`config.mk`:
```
export PLATFORM = sky130hd
export DESIGN_NAME = ntm_divider_top
export DESIGN_NICKNAME = d
export VERILOG_FILES = /design/src/logic/ntm_ctrl_pkg.sv /design/src/logic/ntm_math_pkg.sv /design/src/logic/ntm_scalar_div_if.sv /design/src/logic/ntm_vector_div_if.sv /design/src/logic/ntm_divider_top.sv /design/src/logic/ntm_matrix_integer_divider.sv /design/src/logic/ntm_scalar_integer_divider.sv /design/src/logic/ntm_vector_integer_divider.sv
export SDC_FILE = /design/constraint.sdc
export NUM_CORES = 1
export LEC_CHECK = 0
export ABC_CLOCK_PERIOD_IN_PS = 4250
export BUFFER_PORTS_ARGS = -buffer_cell sky130_fd_sc_hd__buf_2
export CAP_MARGIN = 20
export CORE_UTILIZATION = 25
export CTS_BUF_LIST = sky130_fd_sc_hd__clkbuf_4 sky130_fd_sc_hd__clkbuf_8 sky130_fd_sc_hd__clkbuf_16
export DETAILED_ROUTE_END_ITERATION = 16
export GPL_TIMING_DRIVEN = 0
export PLACE_DENSITY = 0.5
export SLEW_MARGIN = 40
export SYNTH_ARGS = -nofsm -noshare
export SYNTH_HDL_FRONTEND = slang
export SYNTH_SLANG_ARGS = --single-unit
```
`constraint.sdc`:
```
create_clock -name CLK -period 4.25 [get_ports CLK]
set_input_delay 0 -clock CLK [delete_from_list [all_inputs] [get_ports CLK]]
set_output_delay 0 -clock CLK [all_outputs]
set_load 0.05 [all_outputs]
```
`src/logic/ntm_ctrl_pkg.sv`:
```
package ntm_ctrl_pkg;

  ////////////////////
  // Matrix walk
  ////////////////////

  // Same four steps as the row/column loop of the matrix unit
  typedef enum logic [1:0] {
    matrix_starter,
    matrix_input_i,
    matrix_input_j,
    matrix_ender
  } matrix_state_t;

  // One row of operands
  typedef enum logic [1:0] {
    vector_idle,
    vector_collect,
    vector_divide,
    vector_emit
  } vector_state_t;

  // Restoring core
  typedef enum logic {
    scalar_idle,
    scalar_busy
  } scalar_state_t;

endpackage

```
`src/logic/ntm_math_pkg.sv`:
```
package ntm_math_pkg;

  ////////////////////
  // Widths
  ////////////////////

  // Operand width, also the number of restoring steps
  localparam int data_width = 32;

  // Matrix sizes and loop indices
  localparam int index_width = 8;

  // Enough bits to count the restoring steps down to zero
  localparam int step_width = $clog2(data_width);

  ////////////////////
  // Vector types
  ////////////////////

  // Dividend, divisor, quotient and remainder
  typedef logic [data_width-1:0] data_t;

  // SIZE_I, SIZE_J and row/column counters
  typedef logic [index_width-1:0] index_t;

  // Step counter inside the scalar core
  typedef logic [step_width-1:0] step_t;

endpackage

```
`src/logic/ntm_scalar_div_if.sv`:
```
`timescale 1ns/1ps

interface ntm_scalar_div_if;

  import ntm_math_pkg::*;

  // Request
  logic  start;
  data_t dividend;
  data_t divisor;

  // Response, held until the next start
  logic  done;
  data_t quotient;
  data_t remainder;

  modport host (output start, dividend, divisor, input done, quotient, remainder);
  modport core (input start, dividend, divisor, output done, quotient, remainder);

endinterface

```
`src/logic/ntm_vector_div_if.sv`:
```
`timescale 1ns/1ps

interface ntm_vector_div_if;

  import ntm_math_pkg::*;

  // Row control
  logic   start;
  logic   ready;
  index_t size;

  // Operand strobes and data
  logic   a_enable;
  data_t  a;
  logic   b_enable;
  data_t  b;

  // One result per element
  logic   out_enable;
  data_t  data_out;
  data_t  rest_out;

  // Matrix side
  modport ctrl (output start, size, a_enable, a, b_enable, b,
                input  ready, out_enable, data_out, rest_out);

  // Row unit side
  modport unit (input  start, size, a_enable, a, b_enable, b,
                output ready, out_enable, data_out, rest_out);

endinterface

```
`src/logic/ntm_divider_top.sv`:
```
`timescale 1ns/1ps

module ntm_divider_top (
  input  logic                 CLK,
  input  logic                 RST,
  input  logic                 START,
  output logic                 READY,
  input  logic                 DATA_A_IN_I_ENABLE,
  input  logic                 DATA_A_IN_J_ENABLE,
  input  logic                 DATA_B_IN_I_ENABLE,
  input  logic                 DATA_B_IN_J_ENABLE,
  output logic                 DATA_OUT_I_ENABLE,
  output logic                 DATA_OUT_J_ENABLE,
  input  ntm_math_pkg::index_t SIZE_I_IN,
  input  ntm_math_pkg::index_t SIZE_J_IN,
  input  ntm_math_pkg::data_t  DATA_A_IN,
  input  ntm_math_pkg::data_t  DATA_B_IN,
  output ntm_math_pkg::data_t  DATA_OUT,
  output ntm_math_pkg::data_t  REST_OUT
);

  // Matrix to row, row to scalar core
  ntm_vector_div_if vec_bus ();
  ntm_scalar_div_if scl_bus ();

  ntm_matrix_integer_divider matrix0 (
    .CLK,
    .RST,
    .START,
    .READY,
    .DATA_A_IN_I_ENABLE,
    .DATA_A_IN_J_ENABLE,
    .DATA_B_IN_I_ENABLE,
    .DATA_B_IN_J_ENABLE,
    .DATA_OUT_I_ENABLE,
    .DATA_OUT_J_ENABLE,
    .SIZE_I_IN,
    .SIZE_J_IN,
    .DATA_A_IN,
    .DATA_B_IN,
    .DATA_OUT,
    .REST_OUT,
    .vec (vec_bus)
  );

  ntm_vector_integer_divider vector0 (
    .CLK,
    .RST,
    .unit (vec_bus),
    .div  (scl_bus)
  );

  ntm_scalar_integer_divider scalar0 (
    .CLK,
    .RST,
    .core (scl_bus)
  );

endmodule

```
`src/logic/ntm_matrix_integer_divider.sv`:
```
`timescale 1ns/1ps

module ntm_matrix_integer_divider (
  input  logic                 CLK,
  input  logic                 RST,
  // Control
  input  logic                 START,
  output logic                 READY,
  input  logic                 DATA_A_IN_I_ENABLE,
  input  logic                 DATA_A_IN_J_ENABLE,
  input  logic                 DATA_B_IN_I_ENABLE,
  input  logic                 DATA_B_IN_J_ENABLE,
  output logic                 DATA_OUT_I_ENABLE,
  output logic                 DATA_OUT_J_ENABLE,
  // Data
  input  ntm_math_pkg::index_t SIZE_I_IN,
  input  ntm_math_pkg::index_t SIZE_J_IN,
  input  ntm_math_pkg::data_t  DATA_A_IN,
  input  ntm_math_pkg::data_t  DATA_B_IN,
  output ntm_math_pkg::data_t  DATA_OUT,
  output ntm_math_pkg::data_t  REST_OUT,
  // Row unit
  ntm_vector_div_if.ctrl       vec
);

  import ntm_math_pkg::*;
  import ntm_ctrl_pkg::*;

  ////////////////////
  // Signals
  ////////////////////

  matrix_state_t state;
  index_t        index_i;
  index_t        index_j;

  // Operand seen for the current element
  logic got_a;
  logic got_b;

  // Strobes accepted in the current step
  logic a_strobe;
  logic b_strobe;

  logic result_take;
  logic last_row;
  logic row_open;

  // Registered copies toward the row unit
  logic   start_r;
  logic   a_en_r;
  logic   b_en_r;
  index_t size_r;
  data_t  a_r;
  data_t  b_r;

  ////////////////////
  // Decode
  ////////////////////

  // I strobes open a row, J strobes continue it
  always_comb begin
    a_strobe = 1'b0;
    b_strobe = 1'b0;
    if (state == matrix_input_i) begin
      a_strobe = DATA_A_IN_I_ENABLE;
      b_strobe = DATA_B_IN_I_ENABLE;
    end else if (state == matrix_input_j) begin
      a_strobe = DATA_A_IN_J_ENABLE;
      b_strobe = DATA_B_IN_J_ENABLE;
    end
  end

  assign result_take = (state == matrix_ender) && vec.out_enable;
  assign last_row    = index_i == SIZE_I_IN - 1'b1;
  // New row on START, or after a row end that is not the last
  assign row_open    = ((state == matrix_starter) && START) ||
                       (result_take && vec.ready && !last_row);

  ////////////////////
  // Matrix walk
  ////////////////////

  always_ff @(posedge CLK or posedge RST) begin
    if (RST) begin
      state             <= matrix_starter;
      index_i           <= '0;
      index_j           <= '0;
      got_a             <= 1'b0;
      got_b             <= 1'b0;
      start_r           <= 1'b0;
      a_en_r            <= 1'b0;
      b_en_r            <= 1'b0;
      READY             <= 1'b0;
      DATA_OUT_I_ENABLE <= 1'b0;
      DATA_OUT_J_ENABLE <= 1'b0;
    end else begin
      READY             <= 1'b0;
      DATA_OUT_I_ENABLE <= 1'b0;
      DATA_OUT_J_ENABLE <= 1'b0;
      // Forwarded one cycle late
      start_r <= row_open;
      a_en_r  <= a_strobe;
      b_en_r  <= b_strobe;
      case (state)
        matrix_starter: begin
          if (START) begin
            index_i <= '0;
            index_j <= '0;
            state   <= matrix_input_i;
          end
        end
        matrix_input_i, matrix_input_j: begin
          if ((got_a || a_strobe) && (got_b || b_strobe)) begin
            got_a <= 1'b0;
            got_b <= 1'b0;
            state <= matrix_ender;
          end else begin
            got_a <= got_a || a_strobe;
            got_b <= got_b || b_strobe;
          end
        end
        matrix_ender: begin
          if (vec.out_enable) begin
            DATA_OUT_J_ENABLE <= 1'b1;
            if (vec.ready) begin
              // Row end, maybe matrix end too
              DATA_OUT_I_ENABLE <= 1'b1;
              index_j           <= '0;
              if (last_row) begin
                READY <= 1'b1;
                state <= matrix_starter;
              end else begin
                index_i <= index_i + 1'b1;
                state   <= matrix_input_i;
              end
            end else begin
              index_j <= index_j + 1'b1;
              state   <= matrix_input_j;
            end
          end
        end
        default: state <= matrix_starter;
      endcase
    end
  end

  // Operand and result payload
  always_ff @(posedge CLK) begin
    if (row_open) begin
      size_r <= SIZE_J_IN;
    end
    if (a_strobe) begin
      a_r <= DATA_A_IN;
    end
    if (b_strobe) begin
      b_r <= DATA_B_IN;
    end
    if (result_take) begin
      DATA_OUT <= vec.data_out;
      REST_OUT <= vec.rest_out;
    end
  end

  assign vec.start    = start_r;
  assign vec.size     = size_r;
  assign vec.a_enable = a_en_r;
  assign vec.a        = a_r;
  assign vec.b_enable = b_en_r;
  assign vec.b        = b_r;

  ////////////////////
  // Checks
  ////////////////////

  assert property (@(posedge CLK) disable iff (RST)
    (state == matrix_starter && START) |-> (SIZE_I_IN != '0 && SIZE_J_IN != '0))
    else $error("zero matrix size at START");

  // Row unit count agrees with the column walk
  assert property (@(posedge CLK) disable iff (RST)
    (result_take && vec.ready) |-> (index_j == SIZE_J_IN - 1'b1))
    else $error("row end off the last column");

endmodule

```
`src/logic/ntm_scalar_integer_divider.sv`:
```
`timescale 1ns/1ps

module ntm_scalar_integer_divider (
  input logic             CLK,
  input logic             RST,
  ntm_scalar_div_if.core  core
);

  import ntm_math_pkg::*;
  import ntm_ctrl_pkg::*;

  ////////////////////
  // Signals
  ////////////////////

  scalar_state_t state;
  step_t         count;
  logic          done_r;

  // Partial remainder, quotient/dividend shifter, held divisor
  data_t rem_r;
  data_t quo_r;
  data_t divisor_r;

  // One restoring step
  logic [data_width:0] shifted;
  logic [data_width:0] diff;
  logic                fits;

  ////////////////////
  // Restoring step
  ////////////////////

  // Next dividend bit enters the partial remainder
  assign shifted = {rem_r, quo_r[data_width-1]};
  assign diff    = shifted - {1'b0, divisor_r};
  // Zero divisor always fits, so all ones fall out of the shifter
  assign fits    = shifted >= {1'b0, divisor_r};

  ////////////////////
  // Control
  ////////////////////

  always_ff @(posedge CLK or posedge RST) begin
    if (RST) begin
      state  <= scalar_idle;
      count  <= '0;
      done_r <= 1'b0;
    end else begin
      done_r <= 1'b0;
      case (state)
        scalar_idle: begin
          if (core.start) begin
            count <= step_t'(data_width - 1);
            state <= scalar_busy;
          end
        end
        scalar_busy: begin
          // Last step raises done right behind it
          if (count == '0) begin
            done_r <= 1'b1;
            state  <= scalar_idle;
          end
          count <= count - 1'b1;
        end
        default: state <= scalar_idle;
      endcase
    end
  end

  // Operand load and shift
  always_ff @(posedge CLK) begin
    if (state == scalar_idle && core.start) begin
      rem_r     <= '0;
      quo_r     <= core.dividend;
      divisor_r <= core.divisor;
    end else if (state == scalar_busy) begin
      rem_r <= fits ? diff[data_width-1:0] : shifted[data_width-1:0];
      quo_r <= {quo_r[data_width-2:0], fits};
    end
  end

  assign core.done      = done_r;
  assign core.quotient  = quo_r;
  assign core.remainder = rem_r;

  // Host waits for done before the next request
  assert property (@(posedge CLK) disable iff (RST)
    (state == scalar_busy) |-> !core.start)
    else $error("scalar divider started while busy");

endmodule

```
`src/logic/ntm_vector_integer_divider.sv`:
```
`timescale 1ns/1ps

module ntm_vector_integer_divider (
  input logic             CLK,
  input logic             RST,
  ntm_vector_div_if.unit  unit,
  ntm_scalar_div_if.host  div
);

  import ntm_math_pkg::*;
  import ntm_ctrl_pkg::*;

  ////////////////////
  // Signals
  ////////////////////

  vector_state_t state;

  // Elements left in the row
  index_t remaining;

  // Operand held flags, and held or arriving now
  logic have_a;
  logic have_b;
  logic got_a;
  logic got_b;

  // Registered strobes
  logic start_r;
  logic out_en_r;
  logic ready_r;

  // Operands and results
  data_t a_r;
  data_t b_r;
  data_t quo_r;
  data_t rem_r;

  assign got_a = have_a || unit.a_enable;
  assign got_b = have_b || unit.b_enable;

  ////////////////////
  // Row FSM
  ////////////////////

  always_ff @(posedge CLK or posedge RST) begin
    if (RST) begin
      state     <= vector_idle;
      remaining <= '0;
      have_a    <= 1'b0;
      have_b    <= 1'b0;
      start_r   <= 1'b0;
      out_en_r  <= 1'b0;
      ready_r   <= 1'b0;
    end else begin
      // Single-cycle strobes
      start_r  <= 1'b0;
      out_en_r <= 1'b0;
      ready_r  <= 1'b0;
      case (state)
        vector_idle: begin
          if (unit.start) begin
            remaining <= unit.size;
            have_a    <= 1'b0;
            have_b    <= 1'b0;
            state     <= vector_collect;
          end
        end
        vector_collect: begin
          // A and B may come in either order or together
          if (got_a && got_b) begin
            have_a  <= 1'b0;
            have_b  <= 1'b0;
            start_r <= 1'b1;
            state   <= vector_divide;
          end else begin
            have_a <= got_a;
            have_b <= got_b;
          end
        end
        vector_divide: begin
          if (div.done) begin
            out_en_r  <= 1'b1;
            // Row end rides on the last element
            ready_r   <= remaining == index_t'(1);
            remaining <= remaining - 1'b1;
            state     <= vector_emit;
          end
        end
        vector_emit: begin
          state <= (remaining == '0) ? vector_idle : vector_collect;
        end
        default: state <= vector_idle;
      endcase
    end
  end

  // Operand latch and result capture
  always_ff @(posedge CLK) begin
    if (unit.a_enable) begin
      a_r <= unit.a;
    end
    if (unit.b_enable) begin
      b_r <= unit.b;
    end
    if (state == vector_divide && div.done) begin
      quo_r <= div.quotient;
      rem_r <= div.remainder;
    end
  end

  ////////////////////
  // Outputs
  ////////////////////

  assign div.start    = start_r;
  assign div.dividend = a_r;
  assign div.divisor  = b_r;

  assign unit.out_enable = out_en_r;
  assign unit.ready      = ready_r;
  assign unit.data_out   = quo_r;
  assign unit.rest_out   = rem_r;

  // Strobes only while a pair is being gathered
  assert property (@(posedge CLK) disable iff (RST)
    (unit.a_enable || unit.b_enable) |-> (state == vector_collect))
    else $error("operand strobe outside collect");

endmodule

```
==> results of run 1 <==
[how the worst min path moves through the flow]
stage	end	slack, ns	from
floorplan	matrix0.vec.a[0]	0.1	DATA_A_IN[0]
global placement	matrix0.vec.size[5]	0.18	SIZE_J_IN[5]
detailed placement	matrix0.DATA_OUT_J_ENABLE	-0.06	RST
CTS	matrix0.got_a	0.03	DATA_B_IN_J_ENABLE
global route	matrix0.got_a	0.07	DATA_B_IN_J_ENABLE
finish	matrix0.got_a	0.06	DATA_B_IN_J_ENABLE
[cell families after synthesis]
family	synth area share, %
adders and majority gates	3.911
xor gates and xnor gates	2.263
muxes	3.746
DFF	72.42
AOI/OAI and AO/OA	9.613
buffers and inverters	2.334
and+or+nand+nor	5.709
[critical path: cells and delay by family, from the launching register on]
family / cells / cell delay [ns]
compound gates: 7 / 2.36
fa+ha+maj: 2 / 0.59
buf+inv: 2 / 0.19
flops: 1 / 0.39
simple gates: 1 / 0.19
[cell usage in the layout, fill, tap and decap left out, drive strengths merged, types with 6 or more instances in the layout]
cell type and n:
inv 72, dfrtp 40, o21bai 6, xor2 10, ha 48, dfxtp 32, xnor2 31, a21o 23
nor2b 8, clkinv 16, or3 7, a32oi 10, nand3 14, o211ai 6, o21ai 37, dlygate4sd3 80
and3 8, nand2 54, nand4 8, nor3 15, o31ai 6, clkbuf 76, edfxtp 328, nor2 39
a22o 23, buf 166, a21oi 66, mux2 51
[synthesized netlist by cell type (5+ instances only)]
cell type	count
a22o_1	23
edfxtp_1	328
mux2_2	51
xnor2_1	31
clkbuf_1	21
a21oi_1	65
nand3_1	14
nor2b_1	8
o31ai_1	5
nand2b_1	5
nor2_1	38
ha_1	48
and2_1	5
a21o_1	22
dfrtp_1	40
or3_1	7
nand2_1	54
a32oi_1	10
inv_1	67
o21bai_1	6
nand4_1	8
o21ai_0	37
o211ai_1	6
xor2_1	10
dfxtp_1	32
and3_1	6
nor3_1	15
[state kept, by name, summed over array words and instances (netlist names), 32 cells and up]
register                cells
matrix0.DATA_OUT           32
matrix0.REST_OUT           32
matrix0.vec.a              32
matrix0.vec.b              32
scalar0.core.quotient      32
scalar0.core.remainder     32
scalar0.divisor_r          32
vector0.div.dividend       32
vector0.div.divisor        32
vector0.unit.data_out      32
vector0.unit.rest_out      32
[routing by layer]
layer	part of all wire, %	vias to the layer above	track usage, %
li1	-	4520	-
met1	46	4554	13.84
met2	47	164	17.86
met3	4.5	56	2.673
met4	2.5	0	3.546
met5	0	-	0
[stage by stage]
stage	setup TNS (ns)	total power [W]	hold WS, ns	utilization (%)	std cells
2_1_floorplan	0	0.004300	0.09887	-	1037
3_3_place_gp	-128.23	0.004351	0.1770	28.44	2027
3_5_place_dp	0	0.004355	-0.05886	28.79	2037
4_1_cts	0	0.008466	0.02994	32.57	2199
5_1_grt	0	0.008646	0.07124	32.57	2199
6_report	0	0.008322	0.06396	32.57	2199
[power breakdown]
group	switching [W]	leakage, nW	internal [W]	total (W)
Combinational	0.0000462	3.10	0.0000847	0.000131
Sequential	0.000000899	3.60	0.00420	0.00420
Clock	0.00156	0.767	0.00243	0.00399
Total	0.00161	7.46	0.00671	0.00832
[area by class of cell]
type | count | area, um^2
Buffer | 25 | 118.9
Fill cell | 6197 | 41920
Multi-Input combinational cell | 544 | 4033
Timing Repair Buffer | 243 | 1747
Tap cell | 837 | 1047
Clock buffer | 54 | 1264
Inverter | 68 | 257.7
Clock inverter | 28 | 281.5
Sequential cell | 400 | 11500
[timing repair]
action / 4_1_cts / 5_1_grt
setup buffers: 0 / 0
hold buffers: 80 / 0
resized for setup: 0 / 1
setup endpoints to repair: 0 / 1
endpoints found under the hold margin: 135 / 0
==> metrics, run 1 <==
Overall Global Routing Usage 10.83%; end point of the critical path scalar0.core.remainder[30]; Final #Nets 1464; synthesis-to-layout area growth 27.61%; antenna cells 0; Residual DRC 0; GRT Residual Overflow 0; post-route cell area just over 20000 um^2; Worst R2R Setup Slack 0.42 ns; Routed WL 34640 um; clock period minus worst slack between 3 and 4 ns; first-pass GRT wire length ~54000 um; sequential fraction of the synthesis area slightly above 70%; Pleak 7.461 nW; Final Max Tran Viols 0; Row Count 91; # setup viols final 0; CTS buffer count 46; total number of vias 9294; Worst EP arrival 4.27 ns; total core area 62170 um^2; worst skew pair latency about 0.56 ns; R2R cell count 12; DP HPWL 23920 um; CTS tree yes; post-synth cell types 75; leading area contributor after synthesis edfxtp_1; max cap viols 0; cell chosen for the clock root clkbuf_16; CTS Buffer Depth 3; layout cell share with drive strength beyond 1 23.72%; Ys Warns 0; CP endpoint kind register; DP Area 17900 um^2; delay of the slowest critical-path stage 0.51 ns; post-route ant nets 0; Reg clk slew, reported paths ~0.06 ns; largest net degree at the start of global routing 36; P per Cell Area 411.0 nW/um^2; unrepaired setup endpoints after global routing no; initial drt markers around 400; final worst-path cycle share between 90% and 100%; Initial Util 25.52%; io pins 154; antenna violations before repair 0; die height 253.9 um; number of synthesized flops with an enable pin roughly 330; iteration count of the initial detailed-routing pass 5; Post-Syn Nets 1173; Worst Slack Setup Final 0.4243 ns; CP cell instances inv_1 > ha_1 > inv_1 > fa_1 > a21o_1 > a221oi_1 > nor4b_1 > o41a_1 > o211ai_1 > a21oi_1 > o311a_1 > o31a_1; Port Buffers 153; share of synthesized registers carrying an async set or reset 10.00%; CTS sink count 400; WL/cell around 16 um; R2R Path Start scalar0.core.quotient[31]; Worst path slowest cell a221oi_1; H-tree depth 2; number of global-route vias before repair 9460; Place WS 0.4056 ns; Worst EP required 4.70 ns; cell count of the worst hold path 5; worst vdd ir 0.2348 mV; area share of the largest cell type after synthesis 62.08%; cell area after synthesis 15870 um^2; Syn Inst Count 1037; launch point of the worst path scalar0.core.quotient[31]; Die X between 200 and 300 um; Hold Path Class in2reg; Crit Path Class reg2reg; status complete, no violations; Max Freq ~260 MHz; GP Congestion 0.8115; Worst Path Max Fanout 5; Synth Flop Type edfxtp_1; CP startpoint kind register; max_slew headroom 47.34%; Vias/cell 4.226; Hold Vio Cnt, Final 0; Mean Syn Cell Area 15.30 um^2; #FFs+latches synth 400; Setup Skew around 0.013 ns; Least-Margin Pin Slew 0.7870 ns; capturing point of the worst reg2reg path scalar0.core.remainder[30]; die area 64480 um^2; Area contributors post-synth edfxtp_1 62%, dfrtp_1 6.3%, dfxtp_1 4.0%; most used cell, CP inv_1
Power figures use the tool's default switching activity.
==> run 2, diff against run 1 <==
--- a/config.mk
+++ b/config.mk
@@ -5,9 +5,10 @@
 export SDC_FILE = /design/constraint.sdc
 export NUM_CORES = 1
 export LEC_CHECK = 0
+export ABC_AREA = 1
 export ABC_CLOCK_PERIOD_IN_PS = 4250
 export BUFFER_PORTS_ARGS = -buffer_cell sky130_fd_sc_hd__buf_2
-export CAP_MARGIN = 20
+export CAP_MARGIN = 15
 export CORE_UTILIZATION = 25
 export CTS_BUF_LIST = sky130_fd_sc_hd__clkbuf_4 sky130_fd_sc_hd__clkbuf_8 sky130_fd_sc_hd__clkbuf_16
 export DETAILED_ROUTE_END_ITERATION = 16
==> run 2 against run 1 <==
- utilization decreased by 0.77 points
- first-iteration DRC count up 46%
- final area increased by 4.0%
- flip-flop and latch count unchanged
- register-to-register slack improved by 0.84 ns
- sequential power about the same
- critical path type unchanged
- largest cell class unchanged
==> metrics, run 2 <==
status complete, no violations; synthesis-to-layout area growth 24.83%; most frequent cells in the layout 479 x nand2_1, 328 x edfxtp_1, 179 x inv_1; Row Count 94; die area 68520 um^2; most used cell, CP nand2_1; Worst Path Max Fanout 6; cell chosen for the clock root clkbuf_16; CP cell instances inv_1 > ha_1 > inv_1 > fa_1 > nand3_1 > nand3_1 > nand2_1 > nand2_1 > nand2_1 > nand2_1 > nand2_1 > nand3b_1 > nand2_1 > nand2_1 > nand3_1 > nand2_1; Hold Path Class in2reg; Place WS 1.293 ns; CTS Buffer Depth 3; delay of the slowest critical-path stage between 0.4 and 0.5 ns; Crit path max-delay family simple AND/OR/NAND/NOR gates; H-tree depth 2; Flop pwr share 52.9%; Reg clk slew, reported paths 0.06 ns; Synth Area in XOR/XNOR 1.817%; GRT Residual Overflow 0; Crit Path Class reg2reg; # setup viols final 0; sequential fraction of the synthesis area between 60 and 70%; post-route ant nets 0; iteration count of the initial detailed-routing pass 5; Int Power 0.006337 W; post-synth cell types 46; Total Neg Setup Slack 0 ns; worst skew pair latency 0.58 ns; Worst path slowest cell fa_1; CP Buf/Inv Count 2; WL/cell 14.86 um; DP HPWL around 29000 um; Pleak 8.755 nW; Syn Inst Count 1501; leading area contributor after synthesis edfxtp_1; number of global-route vias before repair approximately 11000; Final #Nets around 1900; clock power share 45.6%; mux contribution to synthesized area 0.05934%; combinational share of power roughly 1.6%; Setup Skew 0.01529 ns; Final Max Tran Viols 0; initial drt markers 601; largest net degree at the start of global routing 49; share of synthesized registers carrying an async set or reset 10.00%; Vias/cell 4.052; final worst-path cycle share a little over two thirds; post-route cell area 21060 um^2; postcts setup bufs 0; area share of and/or/nand/nor cells after synthesis 18.88%; max_slew headroom about half; Post-Syn Nets 1637; number of synthesized flops with an enable pin 328; clock period minus worst slack between 2 and 3 ns; CP startpoint kind register; Overall Global Routing Usage 11.71%; die height 261.8 um; cell area after synthesis between 15000 and 20000 um^2; Residual DRC 0; CTS sink count 400; worst vdd ir 0.2311 mV; total core area roughly 66000 um^2; Ys Warns 0; CP endpoint kind register; sw power 0.001603 W; unrepaired setup endpoints after global routing no; Max Freq 335.4 MHz; top post-synthesis cells by count 480 x nand2_1, 328 x edfxtp_1, 184 x inv_1, 69 x nor2_1, 68 x nand3_1; area fraction in compound gates after synthesis 2.322%; io pins 154; Area contributors post-synth edfxtp_1 58%, nand2_1 11%, dfrtp_1 5.9%; sw frac 20.19%; Port Buffers 153; layout cell share with drive strength beyond 1 16.80%; first-pass GRT wire length around 60000 um; CTS buffer count 44; CTS tree yes; Die X 261.8 um; post_cts resized 0; max cap viols 0; GP Congestion 0.8972; antenna violations before repair 0; Worst EP required between 4 and 5 ns; antenna cells 0; total power 0.007941 W; DP Area 18860 um^2; Worst Slack Setup Final roughly 1.3 ns; most common cell in the synthesized netlist nand2_1; largest family of logic cells by synthesized area simple AND/OR/NAND/NOR gates; Worst EP arrival 3.44 ns; Mean Syn Cell Area 11.24 um^2; adder-cell share of the synthesized area about 3.7%; Hold Vio Cnt, Final 0; Routed WL 39890 um; Least-Margin Pin Slew 0.7782 ns; Initial Util around 25%; area share of the largest cell type after synthesis 58.39%; commonest non-fill, non-tap cell in the layout nand2_1; #FFs+latches synth 400; Synth Flop Type edfxtp_1; total number of vias 10880; P per Cell Area 377.1 nW/um^2
-- run 2: logic make-up (layout without fill, tap and decap cells) --
logic type	Yosys count	after routing
XOR/XNOR	35	35
adder cells (fa/ha/maj)	49	49
multiplexers	1	1
buffers and inverters	219	539
AND/OR/NAND/NOR	727	727
flip-flops	400	400
AO/OA/AOI/OAI	70	70
-- run 2: cell type report --
| class | count | area, um^2 |
|---|---|---|
| buffer | 26 | 142.6 |
| inverter | 193 | 737.0 |
| clock buffer | 61 | 1229 |
| fill | 6733 | 45160 |
| tap | 864 | 1081 |
| sequential | 400 | 11500 |
| multi-input combinational | 882 | 4524 |
| timing repair buffer | 238 | 1682 |
| clock inverter | 21 | 162.7 |
-- run 2: per-layer routing --
metal | routed length (um) | GRT usage (%) | vias to the layer above
met3 | 1659 | 2.402 | 55
met1 | 18520 | 15.39 | 5111
met5 | 0 | 0 | -
met4 | 945 | 3.682 | 0
met2 | 18760 | 19.30 | 175
li1 | - | - | 5538
-- run 2: timing repair --
item	CTS	global route
endpoints found under the setup margin	0	0
endpoints found under the hold margin	120	0
hold buffers	80	0
-- run 2: metrics by stage --
step	util (%)	hold slack, ns	std cells
floorplan	-	0.09887	1501
global placement	28.26	0.1775	2518
detailed placement	28.49	-0.03842	2523
CTS	31.80	0.02885	2685
global route	31.80	0.09265	2685
finish	31.80	0.06428	2685
-- run 2: power by group through the flow --
stage	combinational [W]	sequential (W)	clock, W
2_1_floorplan	0.0000184	0.00428	0
3_3_place_gp	0.0000652	0.00428	0
3_5_place_dp	0.0000701	0.00428	0
4_1_cts	0.000129	0.00420	0.00377
5_1_grt	0.000139	0.00419	0.00391
6_report	0.000127	0.00420	0.00362
-- run 2: worst paths after layout --
kind                                      startpoint                          to  slack (ns)  cells after the start
setup reg to reg           scalar0.core.quotient[31]  scalar0.core.remainder[30]        1.27                     16
max in group asynchronous                        RST        matrix0.vec.a_enable        3.31                      5
hold reg to reg                    matrix0.vec.a[23]    vector0.div.dividend[23]        0.41                      0
setup / recovery           scalar0.core.quotient[31]  scalar0.core.remainder[30]        1.27                     16
min in group asynchronous                        RST               matrix0.READY        0.50                      4
hold / removal                          SIZE_I_IN[0]          matrix0.index_i[3]        0.06                      7
-- run 2: worst register-to-register path: stages, from the launching register on --
cell and delay (ns):
edfxtp_1 0.42, inv_1 0.19, ha_1 0.18, inv_1 0.10
fa_1 0.48, nand3_1 0.12, nand3_1 0.27, nand2_1 0.15
nand2_1 0.13, nand2_1 0.09, nand2_1 0.18, nand2_1 0.19
nand3b_1 0.10, nand2_1 0.08, nand2_1 0.05, nand3_1 0.09
nand2_1 0.05
==> run 3, diff against run 2 <==
--- a/config.mk
+++ b/config.mk
@@ -5,8 +5,8 @@
 export SDC_FILE = /design/constraint.sdc
 export NUM_CORES = 1
 export LEC_CHECK = 0
-export ABC_AREA = 1
-export ABC_CLOCK_PERIOD_IN_PS = 4250
+export ABC_AREA = 0
+export ABC_CLOCK_PERIOD_IN_PS = 2700
 export BUFFER_PORTS_ARGS = -buffer_cell sky130_fd_sc_hd__buf_2
 export CAP_MARGIN = 15
 export CORE_UTILIZATION = 25
==> constraint.sdc (replaced) <==
create_clock -name CLK -period 2.7 [get_ports CLK]
set_input_delay 0 -clock CLK [delete_from_list [all_inputs] [get_ports CLK]]
set_output_delay 0 -clock CLK [all_outputs]
set_load 0.05 [all_outputs]
==> run 3 against run 2 <==
- the flow now finishes with violations (negative setup slack)
- die area is 5.9% lower
- clock skew up 0.0081 ns
- non-clock buffer count grew 32
- via count is 13% lower
- largest power group unchanged
- worst hold slack worse by 0.0042 ns
==> metrics, run 3 (synthesis results as in run 1) <==
antenna violations before repair 1; Worst EP required approximately 3.1 ns; Vias/cell 4.267; DP HPWL 23620 um; CP endpoint kind register; die height ~250 um; Worst Slack Setup Final -0.4713 ns; CP cell instances inv_2 > ha_4 > inv_2 > fa_2 > a21o_1 > a221oi_4 > nor4b_4 > o41a_1 > o211ai_1 > buf_4 > a21oi_2 > o311a_1 > o31a_1; Worst EP arrival between 3 and 4 ns; CTS sink count 400; Overall Global Routing Usage 11.07%; most frequent cells in the layout 328 x edfxtp_1, 153 x buf_2, 81 x dlygate4sd3_1; WL/cell 15.92 um; DP Area 17960 um^2; Residual DRC 0; io pins 154; Pleak 7.725 nW; CP startpoint kind register; total power roughly 0.013 W; max cap viols 0; final worst-path cycle share 117.5%; Setup Skew 0.02337 ns; post-route ant nets 0; CTS tree yes; layout cell share with drive strength beyond 1 30.68%; post-route cell area 21100 um^2; commonest non-fill, non-tap cell in the layout edfxtp_1; die area 64480 um^2; placed cell count 2036; Worst path slowest cell o41a_1; # setup viols final 33; CTS Buffer Depth 3; fillcell total 6115; register area 11510 um^2; total core area 62170 um^2; initial drt markers 475; number of global-route vias before repair 9720; Row Count 91; iteration count of the initial detailed-routing pass 5; fin cells about 2200; CTS buffer count 46; Multi-input gate area 4554 um^2; Hold Vio Cnt, Final 0; largest net degree at the start of global routing 40; unrepaired setup endpoints after global routing yes; H-tree depth 2; first-pass GRT wire length 54770 um; status finished, violations left; Hold Path Class in2reg; failing checks negative setup slack; GRT Residual Overflow 0; Worst Path Max Fanout 5; Least-Margin Pin Slew approximately 0.71 ns; most used cell, CP inv_2; Crit Path Class reg2reg; total number of vias 9511; antenna cells 0; Max Freq 315.3 MHz; GP Congestion 0.8234; Routed WL 35490 um; Reg clk slew, reported paths about 0.060 ns; Port Buffers approximately 150; Final Max Tran Viols 0; worst vdd ir 0.3914 mV; max_slew headroom 52.47%; Final #Nets between 1000 and 1500; synthesis-to-layout area growth 33.00%; clock period minus worst slack around 3.2 ns; delay of the slowest critical-path stage 0.41 ns; P per Cell Area 623.5 nW/um^2; worst skew pair latency 0.58 ns; Die X 253.9 um; cell chosen for the clock root clkbuf_16; Initial Util 25.52%
run 3: layout make-up:
class | count | area share [%]
Clock inverter | 29 | 1.536
Clock buffer | 55 | 5.805
Multi-Input combinational cell | 544 | 21.58
Buffer | 18 | 0.4625
Timing Repair Buffer | 278 | 9.902
Inverter | 68 | 1.221
Sequential cell | 400 | 54.53
Tap cell | 837 | 4.963
run 3: worst paths after layout:
kind                                           startpoint  cells past startpoint  slack (ns)                         end
worst min register to register     vector0.div.divisor[3]                      0        0.40        scalar0.divisor_r[3]
worst min-delay path                         SIZE_I_IN[6]                      5        0.06               matrix0.READY
worst max register to register  scalar0.core.quotient[31]                     13       -0.47  scalar0.core.remainder[30]
worst max-delay path            scalar0.core.quotient[31]                     13       -0.47  scalar0.core.remainder[30]
min in group asynchronous                             RST                      4        0.43   matrix0.DATA_OUT_J_ENABLE
max in group asynchronous                             RST                      5        1.84        matrix0.vec.b_enable
run 3: critical path: cells and delay by family (launching register included):
kind,cells,cell delay [ns]
AOI/OAI and AO/OA,7,1.78
DFF,1,0.40
buffers and inverters,3,0.31
adders and majority gates,2,0.47
and+or+nand+nor,1,0.09
run 3: where the power goes:
| part | internal, W | switching (W) | total, W | leakage (nW) |
|---|---|---|---|---|
| Sequential | 0.00661 | 0.00000138 | 0.00661 | 3.60 |
| Combinational | 0.000136 | 0.0000733 | 0.000209 | 3.37 |
| Clock | 0.00383 | 0.00252 | 0.00634 | 0.759 |
run 3: stage by stage:
| step | setup WS [ns] | util [%] | hold slack (ns) | TNS, ns |
|---|---|---|---|---|
| after floorplan | -0.3000 | - | 0.09887 | -6.310 |
| after global placement | -1.331 | 28.56 | 0.1768 | -192.48 |
| after detailed placement | -0.7637 | 28.90 | -0.1303 | -19.43 |
| after CTS | -0.5463 | 33.80 | 0.02535 | -9.411 |
| after global routing | -0.5633 | 33.95 | 0.07450 | -9.549 |
| final | -0.4713 | 33.95 | 0.06009 | -6.537 |
run 3: timing repair:
action                                 in CTS  in global routing
buffers inserted                           31                  6
gates resized for setup                    94                 41
gates cloned                                3                  0
setup endpoints to repair                  40                 65
endpoints found under the hold margin     135                  0
pin swaps                                  19                 33
hold buffers                               81                  0
run 3: layer usage:
metal,vias to the layer above,track usage [%],wire (um)
li1,4572,-,-
met5,-,0,0
met1,4674,14.31,16300
met2,204,18.02,16520
met3,61,2.397,1565
met4,0,4.251,1108
